File: config.mk
export PLATFORM = sky130hd
export DESIGN_NAME = hist_top
export DESIGN_NICKNAME = d
export VERILOG_FILES = /design/src/logic/hist_cfg_pkg.sv /design/src/logic/hist_bus_pkg.sv /design/src/logic/acq_counters.sv /design/src/logic/hist_seq_fsm.sv /design/src/logic/hist_bank.sv /design/src/logic/apb_hist_regs.sv /design/src/logic/hist_top.sv
export SDC_FILE = /design/constraint.sdc
export NUM_CORES = 2
export LEC_CHECK = 0
export BUFFER_PORTS_ARGS = -buffer_cell sky130_fd_sc_hd__buf_2
export CORE_MARGIN = 10
export CORE_UTILIZATION = 30
export DETAILED_ROUTE_END_ITERATION = 10
export PLACE_DENSITY = 0.48
export REMOVE_ABC_BUFFERS = 1
export SLEW_MARGIN = 40
export SYNTH_ARGS = -nofsm -noshare
export SYNTH_HDL_FRONTEND = slang
export SYNTH_HIERARCHICAL = 1
export SYNTH_SLANG_ARGS = --single-unit
File: constraint.sdc
create_clock -name clk -period 8 [get_ports clk]
set_input_delay 1.6 -clock clk [delete_from_list [all_inputs] [get_ports clk]]
set_output_delay 1.6 -clock clk [all_outputs]
set_load 0.05 [all_outputs]
File: src/logic/hist_cfg_pkg.sv
package hist_cfg_pkg;

    // time-bin index width, 16 bins per pixel
    localparam int BIN_W = 4;
    // pixel index width, 4 pixels
    localparam int PIXEL_W = 2;
    // bin address inside one bank, pixel-major
    localparam int BIN_IDX_W = PIXEL_W + BIN_W;
    localparam int PIXEL_NUM = 1 << PIXEL_W;
    localparam int BIN_TOTAL = 1 << BIN_IDX_W;
    // widest count word, modules narrow to COUNT_W
    localparam int COUNT_MAX_W = 8;
    // completed frames, shown in STATUS[31:16]
    localparam int FRAME_W = 16;

    typedef logic [BIN_W-1:0] bin_t;
    typedef logic [PIXEL_W-1:0] pixel_t;
    typedef logic [BIN_IDX_W-1:0] bin_idx_t;
    typedef logic [COUNT_MAX_W-1:0] count_t;
    typedef logic [FRAME_W-1:0] frame_cnt_t;

    // sequencer states
    typedef enum logic [1:0] {
        IDLE  = 2'd0,
        ACCUM = 2'd1,
        SWAP  = 2'd2
    } seq_state_t;

    // position of the hit being accepted
    typedef struct packed {
        pixel_t pixel;
        // final hit of the frame
        logic   last;
    } cnt_pos_t;

endpackage

File: src/logic/hist_bus_pkg.sv
package hist_bus_pkg;

    typedef logic [11:0] apb_addr_t;
    typedef logic [31:0] apb_data_t;

    // master side of the bus
    typedef struct packed {
        logic      psel;
        logic      penable;
        logic      pwrite;
        apb_addr_t paddr;
        apb_data_t pwdata;
    } apb_req_t;

    // slave side of the bus
    typedef struct packed {
        apb_data_t prdata;
        logic      pready;
        logic      pslverr;
    } apb_rsp_t;

    // register map
    // bit 0 enable, read/write
    localparam apb_addr_t CTRL_OFS = 12'h000;
    // read only, hist_num and frame count
    localparam apb_addr_t STATUS_OFS = 12'h004;
    // readout window, one word per bin, pixel-major
    localparam apb_addr_t WIN_BASE = 12'h100;

endpackage

File: src/logic/acq_counters.sv
`timescale 1ns/1ps

module acq_counters #(
    parameter int HITS_PER_PIXEL = 4,
    parameter int ACQ_NUM = 8
) (
    input  logic                   clk,
    input  logic                   combin_res,
    input  logic                   acc_en,
    input  logic                   hit_valid,
    output hist_cfg_pkg::cnt_pos_t pos
);
    import hist_cfg_pkg::*;

    // at least one bit even for a limit of 1
    localparam int HIT_W = (HITS_PER_PIXEL > 1) ? $clog2(HITS_PER_PIXEL) : 1;
    localparam int ACQ_W = (ACQ_NUM > 1) ? $clog2(ACQ_NUM) : 1;

    logic [HIT_W-1:0] hit_cnt;
    pixel_t           pixel_cnt;
    logic [ACQ_W-1:0] acq_cnt;

    logic step;
    logic hit_wrap;
    logic pixel_wrap;
    logic acq_wrap;

    // one step per accepted hit
    assign step = acc_en && hit_valid;

    // each counter sits at its final value
    assign hit_wrap   = (hit_cnt == HIT_W'(HITS_PER_PIXEL - 1));
    assign pixel_wrap = (pixel_cnt == pixel_t'(PIXEL_NUM - 1));
    assign acq_wrap   = (acq_cnt == ACQ_W'(ACQ_NUM - 1));

    // position of the hit accepted this cycle
    assign pos.pixel = pixel_cnt;
    assign pos.last  = hit_wrap && pixel_wrap && acq_wrap;

    // hits per pixel, then pixels, then acquisitions
    always_ff @(posedge clk or negedge combin_res) begin
        if (!combin_res) begin
            hit_cnt   <= '0;
            pixel_cnt <= '0;
            acq_cnt   <= '0;
        end else if (step) begin
            if (!hit_wrap) begin
                hit_cnt <= hit_cnt + 1'b1;
            end else begin
                hit_cnt <= '0;
                if (!pixel_wrap) begin
                    pixel_cnt <= pixel_cnt + 1'b1;
                end else begin
                    pixel_cnt <= '0;
                    // frame done, everything back to zero
                    if (!acq_wrap) begin
                        acq_cnt <= acq_cnt + 1'b1;
                    end else begin
                        acq_cnt <= '0;
                    end
                end
            end
        end
    end

    // counters stay inside their ranges
    a_cnt_range: assert property (@(posedge clk) disable iff (!combin_res)
        (hit_cnt <= HIT_W'(HITS_PER_PIXEL - 1)) && (acq_cnt <= ACQ_W'(ACQ_NUM - 1)));

    // frame position frozen outside ACCUM
    a_cnt_hold: assert property (@(posedge clk) disable iff (!combin_res)
        !acc_en |=> $stable({hit_cnt, pixel_cnt, acq_cnt}));

endmodule

File: src/logic/hist_seq_fsm.sv
`timescale 1ns/1ps

module hist_seq_fsm (
    input  logic                     clk,
    input  logic                     combin_res,
    input  logic                     enable,
    input  logic                     hit_valid,
    input  hist_cfg_pkg::cnt_pos_t   pos,
    output logic                     acc_en,
    output logic                     swap,
    output logic                     hist_num,
    output hist_cfg_pkg::frame_cnt_t frame_count
);
    import hist_cfg_pkg::*;

    seq_state_t state_q;
    seq_state_t state_d;

    logic frame_done;

    // last hit of the frame accepted this cycle
    assign frame_done = acc_en && hit_valid && pos.last;

    // hits only flow in ACCUM
    assign acc_en = (state_q == ACCUM);
    // one stall cycle per frame
    assign swap = (state_q == SWAP);

    always_comb begin
        state_d = state_q;
        unique case (state_q)
            IDLE: begin
                if (enable) begin
                    state_d = ACCUM;
                end
            end
            ACCUM: begin
                // frame end wins over a dropped enable
                if (frame_done) begin
                    state_d = SWAP;
                end else if (!enable) begin
                    state_d = IDLE;
                end
            end
            SWAP: begin
                state_d = enable ? ACCUM : IDLE;
            end
            default: begin
                state_d = IDLE;
            end
        endcase
    end

    always_ff @(posedge clk or negedge combin_res) begin
        if (!combin_res) begin
            state_q     <= IDLE;
            hist_num    <= 1'b0;
            frame_count <= '0;
        end else begin
            state_q <= state_d;
            // bank flip and frame tally at the end of SWAP
            if (swap) begin
                hist_num    <= ~hist_num;
                frame_count <= frame_count + 1'b1;
            end
        end
    end

    // SWAP holds for one cycle only
    a_swap_single: assert property (@(posedge clk) disable iff (!combin_res)
        swap |=> !swap);

endmodule

File: src/logic/hist_bank.sv
`timescale 1ns/1ps

module hist_bank #(
    parameter int COUNT_W = 8
) (
    input  logic                   clk,
    input  logic                   combin_res,
    input  logic                   acc_en,
    input  logic                   hit_valid,
    input  hist_cfg_pkg::bin_t     hit_bin,
    input  hist_cfg_pkg::cnt_pos_t pos,
    input  logic                   swap,
    input  logic                   hist_num,
    input  hist_cfg_pkg::bin_idx_t rd_index,
    output hist_cfg_pkg::count_t   rd_count
);
    import hist_cfg_pkg::*;

    // saturation value
    localparam logic [COUNT_W-1:0] CNT_MAX = '1;

    // count words, two banks
    logic [COUNT_W-1:0] cnt_mem [2][BIN_TOTAL];
    // one valid flag per bin, per bank
    logic [1:0][BIN_TOTAL-1:0] vld;

    logic               wr_en;
    bin_idx_t           wr_addr;
    logic               wr_vld;
    logic [COUNT_W-1:0] wr_old;
    logic               rd_bank;
    logic               rd_vld;
    logic [COUNT_W-1:0] rd_word;

    // accepted hit goes to the write bank
    assign wr_en = acc_en && hit_valid;
    // pixel * 16 + bin
    assign wr_addr = {pos.pixel, hit_bin};
    assign wr_vld  = vld[hist_num][wr_addr];
    assign wr_old  = cnt_mem[hist_num][wr_addr];

    // payload update, no reset, valid flags decide meaning
    always_ff @(posedge clk) begin
        if (wr_en) begin
            if (!wr_vld) begin
                // first hit of this frame in the bin
                cnt_mem[hist_num][wr_addr] <= COUNT_W'(1);
            end else if (wr_old != CNT_MAX) begin
                cnt_mem[hist_num][wr_addr] <= wr_old + 1'b1;
            end
        end
    end

    // valid flags act as the bank clear
    always_ff @(posedge clk or negedge combin_res) begin
        if (!combin_res) begin
            vld <= '0;
        end else if (swap) begin
            // bank about to become the write bank
            vld[~hist_num] <= '0;
        end else if (wr_en) begin
            vld[hist_num][wr_addr] <= 1'b1;
        end
    end

    // readout from the frozen bank
    assign rd_bank = ~hist_num;
    assign rd_vld  = vld[rd_bank][rd_index];
    assign rd_word = cnt_mem[rd_bank][rd_index];

    // stale bins read as zero
    assign rd_count = rd_vld ? count_t'(rd_word) : '0;

    // the sequencer never writes during the swap cycle
    a_no_wr_swap: assert property (@(posedge clk) disable iff (!combin_res)
        swap |-> !wr_en);

endmodule

File: src/logic/apb_hist_regs.sv
`timescale 1ns/1ps

module apb_hist_regs #(
    parameter int COUNT_W = 8
) (
    input  logic                     clk,
    input  logic                     combin_res,
    input  hist_bus_pkg::apb_req_t   apb_req,
    output hist_bus_pkg::apb_rsp_t   apb_rsp,
    output logic                     enable,
    input  logic                     hist_num,
    input  hist_cfg_pkg::frame_cnt_t frame_count,
    output hist_cfg_pkg::bin_idx_t   rd_index,
    input  hist_cfg_pkg::count_t     rd_count
);
    import hist_cfg_pkg::*;
    import hist_bus_pkg::*;

    // first byte past the window
    localparam apb_addr_t WIN_END = WIN_BASE + apb_addr_t'(4 * BIN_TOTAL);

    logic      setup;
    logic      access;
    logic      hit_ctrl;
    logic      hit_status;
    logic      hit_win;
    logic      dec_err;
    logic      slverr_q;
    apb_addr_t win_ofs;
    apb_data_t rdata;

    // APB phases
    assign setup  = apb_req.psel && !apb_req.penable;
    assign access = apb_req.psel && apb_req.penable;

    // address decode
    assign hit_ctrl   = (apb_req.paddr == CTRL_OFS);
    assign hit_status = (apb_req.paddr == STATUS_OFS);
    assign hit_win    = (apb_req.paddr >= WIN_BASE) && (apb_req.paddr < WIN_END) &&
                        (apb_req.paddr[1:0] == 2'b00);

    // word offset inside the window
    assign win_ofs  = apb_req.paddr - WIN_BASE;
    assign rd_index = win_ofs[BIN_IDX_W+1:2];

    // only CTRL takes writes, unmapped offsets always fail
    assign dec_err = !(hit_ctrl || ((hit_status || hit_win) && !apb_req.pwrite));

    // error decided in setup, shown in the access cycle
    always_ff @(posedge clk or negedge combin_res) begin
        if (!combin_res) begin
            slverr_q <= 1'b0;
        end else if (setup) begin
            slverr_q <= dec_err;
        end else begin
            slverr_q <= 1'b0;
        end
    end

    // CTRL bit 0
    always_ff @(posedge clk or negedge combin_res) begin
        if (!combin_res) begin
            enable <= 1'b0;
        end else if (access && apb_req.pwrite && hit_ctrl) begin
            enable <= apb_req.pwdata[0];
        end
    end

    // read mux, all sources are flops
    always_comb begin
        rdata = '0;
        if (access && !apb_req.pwrite) begin
            if (hit_ctrl) begin
                rdata[0] = enable;
            end else if (hit_status) begin
                rdata[0]     = hist_num;
                rdata[31:16] = frame_count;
            end else if (hit_win) begin
                // upper bits zero
                rdata = apb_data_t'(rd_count[COUNT_W-1:0]);
            end
        end
    end

    // no wait states
    assign apb_rsp.prdata  = rdata;
    assign apb_rsp.pready  = 1'b1;
    assign apb_rsp.pslverr = slverr_q;

    // master keeps psel through the access phase
    a_penable_psel: assert property (@(posedge clk) disable iff (!combin_res)
        apb_req.penable |-> apb_req.psel && $past(apb_req.psel));

endmodule

File: src/logic/hist_top.sv
`timescale 1ns/1ps

module hist_top #(
    parameter int HITS_PER_PIXEL = 4,
    parameter int ACQ_NUM = 8,
    parameter int COUNT_W = 8
) (
    input  logic                    clk,
    input  logic                    combin_res,
    input  logic                    hit_valid,
    input  hist_cfg_pkg::bin_t      hit_bin,
    output logic                    hit_ready,
    input  logic                    psel,
    input  logic                    penable,
    input  logic                    pwrite,
    input  hist_bus_pkg::apb_addr_t paddr,
    input  hist_bus_pkg::apb_data_t pwdata,
    output hist_bus_pkg::apb_data_t prdata,
    output logic                    pready,
    output logic                    pslverr,
    output logic                    hist_num
);
    import hist_cfg_pkg::*;
    import hist_bus_pkg::*;

    // count words live in count_t
    if (COUNT_W < 1 || COUNT_W > COUNT_MAX_W) begin : g_count_w_check
        $error("COUNT_W out of range");
    end

    apb_req_t   apb_req;
    apb_rsp_t   apb_rsp;
    cnt_pos_t   pos;
    logic       acc_en;
    logic       swap;
    logic       enable;
    frame_cnt_t frame_count;
    bin_idx_t   rd_index;
    count_t     rd_count;

    // bus ports into the request struct
    assign apb_req.psel    = psel;
    assign apb_req.penable = penable;
    assign apb_req.pwrite  = pwrite;
    assign apb_req.paddr   = paddr;
    assign apb_req.pwdata  = pwdata;

    assign prdata  = apb_rsp.prdata;
    assign pready  = apb_rsp.pready;
    assign pslverr = apb_rsp.pslverr;

    // stream accepted only in ACCUM
    assign hit_ready = acc_en;

    acq_counters #(
        .HITS_PER_PIXEL(HITS_PER_PIXEL),
        .ACQ_NUM       (ACQ_NUM)
    ) u_counters (
        .clk       (clk),
        .combin_res(combin_res),
        .acc_en    (acc_en),
        .hit_valid (hit_valid),
        .pos       (pos)
    );

    hist_seq_fsm u_seq (
        .clk        (clk),
        .combin_res (combin_res),
        .enable     (enable),
        .hit_valid  (hit_valid),
        .pos        (pos),
        .acc_en     (acc_en),
        .swap       (swap),
        .hist_num   (hist_num),
        .frame_count(frame_count)
    );

    hist_bank #(
        .COUNT_W(COUNT_W)
    ) u_bank (
        .clk       (clk),
        .combin_res(combin_res),
        .acc_en    (acc_en),
        .hit_valid (hit_valid),
        .hit_bin   (hit_bin),
        .pos       (pos),
        .swap      (swap),
        .hist_num  (hist_num),
        .rd_index  (rd_index),
        .rd_count  (rd_count)
    );

    apb_hist_regs #(
        .COUNT_W(COUNT_W)
    ) u_regs (
        .clk        (clk),
        .combin_res (combin_res),
        .apb_req    (apb_req),
        .apb_rsp    (apb_rsp),
        .enable     (enable),
        .hist_num   (hist_num),
        .frame_count(frame_count),
        .rd_index   (rd_index),
        .rd_count   (rd_count)
    );

endmodule

Word level (Yosys, flattened, before mapping):

Memories as Yosys holds them, arrays and structs flattened.
Cells that the tools add are included.

* add/subtract/negate cells: 6
* magnitude comparators: 12
* equal/unequal tests: 9
* multiplexer cells: 560
* bitwise operators: 518
* reduce and logical (&&, ||, !) cells: 28

Operators with widths (number)
* $mux 512: 2
* $mux 1: 524
* $or 1x1->1: 512
* $mux 64: 6
* $mux 128: 2
* $and 128x128->128: 1
* $demux 64 s1: 2
* $not 128->128: 1
* $or 128x128->128: 1
* $bmux 8 s6: 2
* $mux 8: 7
* $demux 8 s6: 1
* $mux 32: 1
* $mux 31: 1
* $add 16x1->16 const B: 1
* $logic_and 1x1->1: 16
* $mux 16: 1
* $ge 7x7->1 const B: 2
* $lt 6x7->1 const B: 2
* $not 6->7: 2
* $bmux 1 s6: 2
* $eq 12x3->1 const B: 1
* $ge 12x9->1 const B: 1
* $logic_not 12->1: 1
* other kinds (27): 41

* register bits: 156
* RAM bits: 1024
* output and inout port bits: 36
* logic and storage cells: 1144
* memories kept: 1

Memory list
* u_bank.cnt_mem: words 2, width 512, rd ports 2, clocked after Yosys merged registers in 0, wr ports 1, line hist_bank.sv:23 `logic [COUNT_W-1:0] cnt_mem [2][BIN_TOTAL];`

Longest topological paths before layout:

* depth after elaboration: 10
* mapped depth: 19

By module:

Netlist, hierarchy kept.

By module, submodules not included
* hist_bank: times used 1, cells an instance 4006, area each 59828.6 µm², sequential area each 33952.6 µm²
* hist_seq_fsm: times used 1, cells an instance 66, area each 839.6 µm², sequential area each 475.5 µm²
* apb_hist_regs: times used 1, cells an instance 64, area each 510.5 µm², sequential area each 50.0 µm²
* acq_counters: times used 1, cells an instance 25, area each 344.1 µm², sequential area each 175.2 µm²

Least setup slack after synthesis:

OpenSTA, ideal clock, no wires.

* kind: input to output
* from: input port paddr[2]
* to: output port prdata[0]
* arrival time: 4.980 ns
* required time: 6.400 ns
* path slack: 1.420 ns
* cell stages on the path: 12
* path through: buf_4 clkbuf_1 clkbuf_1 clkbuf_1 clkbuf_1 mux4_2 mux4_2 mux4_2 mux2i_1 nor2_1 a22o_1 o311a_2

* longest elaborated chain between the ends: 10

Ends and longest elaborated chain
* start, declared: line hist_top.sv:16 `input hist_bus_pkg::apb_addr_t paddr,`
* $sub 8x1->8 *: line apb_hist_regs.sv:43 `assign win_ofs = apb_req.paddr - WIN_BASE;`
* $not 6->7 (not written as such): line hist_bank.sv:69 `assign rd_word = cnt_mem[rd_bank][rd_index];`
* $bmux 8 s6: line hist_bank.sv:69
* $mux 8 (not written as such) (2 in series): line hist_bank.sv:69
* $mux 8 *: line hist_bank.sv:72 `assign rd_count = rd_vld ? count_t'(rd_word) : '0;`
* named net rd_count[0]: line hist_top.sv:39 `count_t rd_count;`
* $mux 8 *: line apb_hist_regs.sv:78 `end else if (hit_win) begin`
* $mux 1 *: line apb_hist_regs.sv:75 `end else if (hit_status) begin`
* $mux 1 *: line apb_hist_regs.sv:73 `if (hit_ctrl) begin`
* $mux 32 *: line apb_hist_regs.sv:72 `if (access && !apb_req.pwrite) begin`
* end, declared: line hist_top.sv:18 `output hist_bus_pkg::apb_data_t prdata,`

The timed path passes the listed nets; every way through them passes the cells marked *. The select of a mux whose other input is x is not followed.

Worst setup path in the final report:

* from: register u_seq.hist_num
* to: output port prdata[0]

* longest elaborated chain between the ends: 10

Ends and longest elaborated chain
* start, declared: line hist_seq_fsm.sv:11 `output logic hist_num,`
* start signal, assigned: line hist_seq_fsm.sv:63 `hist_num <= ~hist_num;`
* $not 1->1: line hist_bank.sv:67 `assign rd_bank = ~hist_num;`
* $mem_v2 2x512
* $bmux 8 s6: line hist_bank.sv:69
* $mux 8 (not written as such) (2 in series): line hist_bank.sv:69
* $mux 8 *: line hist_bank.sv:72
* named net rd_count[0]: line hist_top.sv:39
* $mux 8 *: line apb_hist_regs.sv:78
* $mux 1 *: line apb_hist_regs.sv:75
* $mux 1 *: line apb_hist_regs.sv:73
* $mux 32 *: line apb_hist_regs.sv:72

Marks and branches as above.

==> flow_summary.json <==
{
  "synth_ff_type": "edfxtp_1",
  "grt_pass1_wl_um": 333800,
  "required_ps": 6400,
  "synth_seq_cells": 1180,
  "slew_headroom_pct": 35.05,
  "hp-class": "flop to flop",
  "cts_tree": "done",
  "drc": 0,
  "critical-path-max-stage-delay_ps": 900,
  "clock_latency_ps": 820,
  "hp-start": "u_seq/frame_count[15]",
  "final_area_um2": 70790,
  "p_leak_nw": 19.59,
  "crit_path_start_kind": "flop",
  "start_util_pct": 30.10,
  "yosys_warnings": 6,
  "post-cts-setup-buffers": 0,
  "grt_pass1_vias": 41762,
  "ir_worst_vdd_mv": 0.1553,
  "multi_input_area_um2": 24690,
  "h-tree-depth": 4,
  "vias": 42153,
  "finalWorstSetupSlack_ps": 1206,
  "max_freq_mhz": 147.2,
  "areaGrowthSynthToFinish_pct": 15.07,
  "synth_edf_count": 1024,
  "clockBufferDepth": 3,
  "num_rows": 166,
  "critPathKind": "flop to primary output",
  "synthArstFlopShare_pct": 13.22,
  "seq_area_frac_synth_pct": 56.33,
  "ant_nets": 0,
  "status": "finished clean",
  "rsz0062_at_grt": "no",
  "cts_resized": 0,
  "cp_common_cell": "mux4_2",
  "hold_violations": 0,
  "timing.rr.start": "u_seq/hist_num",
  "drt-total-wl_um": 239700,
  "final.fill_count": 19699,
  "min_period_ps": 6794,
  "dpl.hpwl_um": 164700,
  "ios": 90,
  "synth.distinct_cells": 92,
  "layout-drive-gt1-share_pct": 30.52,
  "yosysMostFrequentCell": "edfxtp_1",
  "period_share_pct": 84.93,
  "fin_worst_skew_ps": 31.16,
  "synth_area_leader_cell": "edfxtp_1",
  "crit_chain": "buf_12 > buf_12 > mux4_2 > mux4_2 > mux4_2 > mux2i_1 > nor2_1 > a22o_1 > o311a_2 > buf_2",
  "port_buffers": 49,
  "clkSlewWorstSetupHoldPaths_ps": 60,
  "drv_cap": 0,
  "final_util_pct": 34.64,
  "numCtsBuffers": 133,
  "synth.area.top_cells": "edfxtp_1 (50%), mux4_2 (19%), dfrtp_1 (6.3%)",
  "grt.total_usage_pct": 20.85,
  "avgViaCountPerCell": 5.930,
  "arrival_ps": 5190,
  "dr.pass1.iters": 6,
  "drt-initial-drc-count": 4815,
  "dpl-instance-area_um2": 66520,
  "grt_max_degree": 90,
  "preCtsSetupSlack_ps": 1023,
  "worstPathMaxFanout": 54,
  "r2r_setup_slack_ps": 2020,
  "synth.top_cell.area_share_pct": 49.98,
  "regArea_um2": 34660,
  "drv_slew": 0,
  "wl_per_cell_um": 33.71,
  "core_area_um2": 204400,
  "worstSetupEndpointType": "primary output",
  "root_buffer": "clkbuf_16",
  "tns_ps": 0,
  "cp_slowest_cell": "dfrtp_4",
  "yosys-top-cells-count": "edfxtp_1 (1,024), mux4_2 (515), nor2_1 (433), mux2i_1 (293), nand2_1 (247)",
  "die_x_um": 472.9,
  "syn-cell-area_um2": 61520,
  "finalWeightedCongestion": 0.9012,
  "power_w": 0.01331,
  "syn_inst": 4161,
  "worst_slew_pin_slew_ps": 970.7,
  "clkSinkCount": 1180,
  "cp-startpoint": "u_seq/hist_num",
  "dieArea_um2": 223600,
  "antenna_found_initial": 17,
  "die_h_um": 472.9,
  "grt-ovfl-total": 0,
  "cts_hold_buf": 0,
  "avgSynthCellArea_um2": 14.79,
  "setup_viol": 0,
  "powerDensity_nw_per_um2": 188.0,
  "layout.nets": 4370
}
metal layers:
metal | share of wire [%] | vias to the layer above | GRT usage, %
li1 | - | 16913 | -
met1 | 41 | 22708 | 27.77
met2 | 47 | 2083 | 33.02
met3 | 8.1 | 437 | 4.123
met4 | 4.8 | 12 | 9.071
met5 | 0.034 | - | 0
sequential cells by signal, indices dropped and copies added (netlist names):
signal	flops
u_bank/cnt_mem	1024
u_bank/vld	128
u_counters/acq_cnt	3
u_counters/hit_cnt	2
u_counters/pixel_cnt	2
u_regs/enable	1
u_regs/slverr_q	1
u_seq/frame_count	16
u_seq/hist_num	1
u_seq/state_q	2
layout by cell type, fill, tap and decap left out, types with 10 or more instances in the layout:
master,instances
clkbuf_1,28
clkinv_2,23
nor3_2,27
a211oi_1,18
nand2_1,247
nand3_1,20
mux2i_1,293
nor3_1,126
buf_12,47
mux2_2,14
nor4_1,10
nand2b_1,12
nor4_2,60
o21ai_0,85
buf_4,305
a211oi_2,60
o22ai_1,163
inv_1,60
edfxtp_1,1024
xnor2_1,12
nor2_1,431
a22oi_1,37
and2_1,11
clkbuf_16,137
clkinv_1,24
dfrtp_1,155
a21oi_1,179
buf_2,43
and2_2,14
o21a_1,10
mux4_2,515
critical path, delay by kind of cell, from the launching register on:
family,cells,cell delay [ps]
compound gates,2,380
buf+inv,3,920
simple gates,1,120
mux,4,1940
flops,1,900
logic make-up after synthesis:
kind of cell / Yosys count / synth area share, %
flops: 1180 / 56.33
simple gates: 1049 / 8.483
mux: 825 / 23.93
compound gates: 621 / 6.829
buf+inv: 461 / 4.055
xor+xnor: 17 / 0.2420
fa+ha+maj: 6 / 0.1220
other cells: 2 / 0.01221
through the flow:
stage,hold WS [ps],instances
floorplan,433.6,3769
global route,515.4,7103
detailed placement,450.1,6863
CTS,470.4,7102
global placement,457.3,6861
finish,467.2,7109
power breakdown:
part	internal (W)	switching [W]	total, W
registers	0.00660	0.000000154	0.00660
clock network	0.00342	0.00266	0.00607
logic	0.000175	0.000463	0.000638
area by class of cell:
class	count	share of cell area, %
Antenna cell	7	0.02474
Clock buffer	167	5.030
Clock inverter	72	0.9615
Inverter	62	0.3287
Multi-Input combinational cell	2527	34.87
Sequential cell	1180	48.95
Tap cell	2688	4.751
Timing Repair Buffer	406	5.076
final timing paths:
check,end,cells past startpoint
max,prdata[0],10
min,u_seq/frame_count[15],1
max reg2reg,u_bank/cnt_mem[0][96],16
min reg2reg,u_seq/frame_count[15],1
max in group asynchronous,u_bank/vld[106],2
min in group asynchronous,u_regs/slverr_q,1
Power figures use the tool's default switching activity.
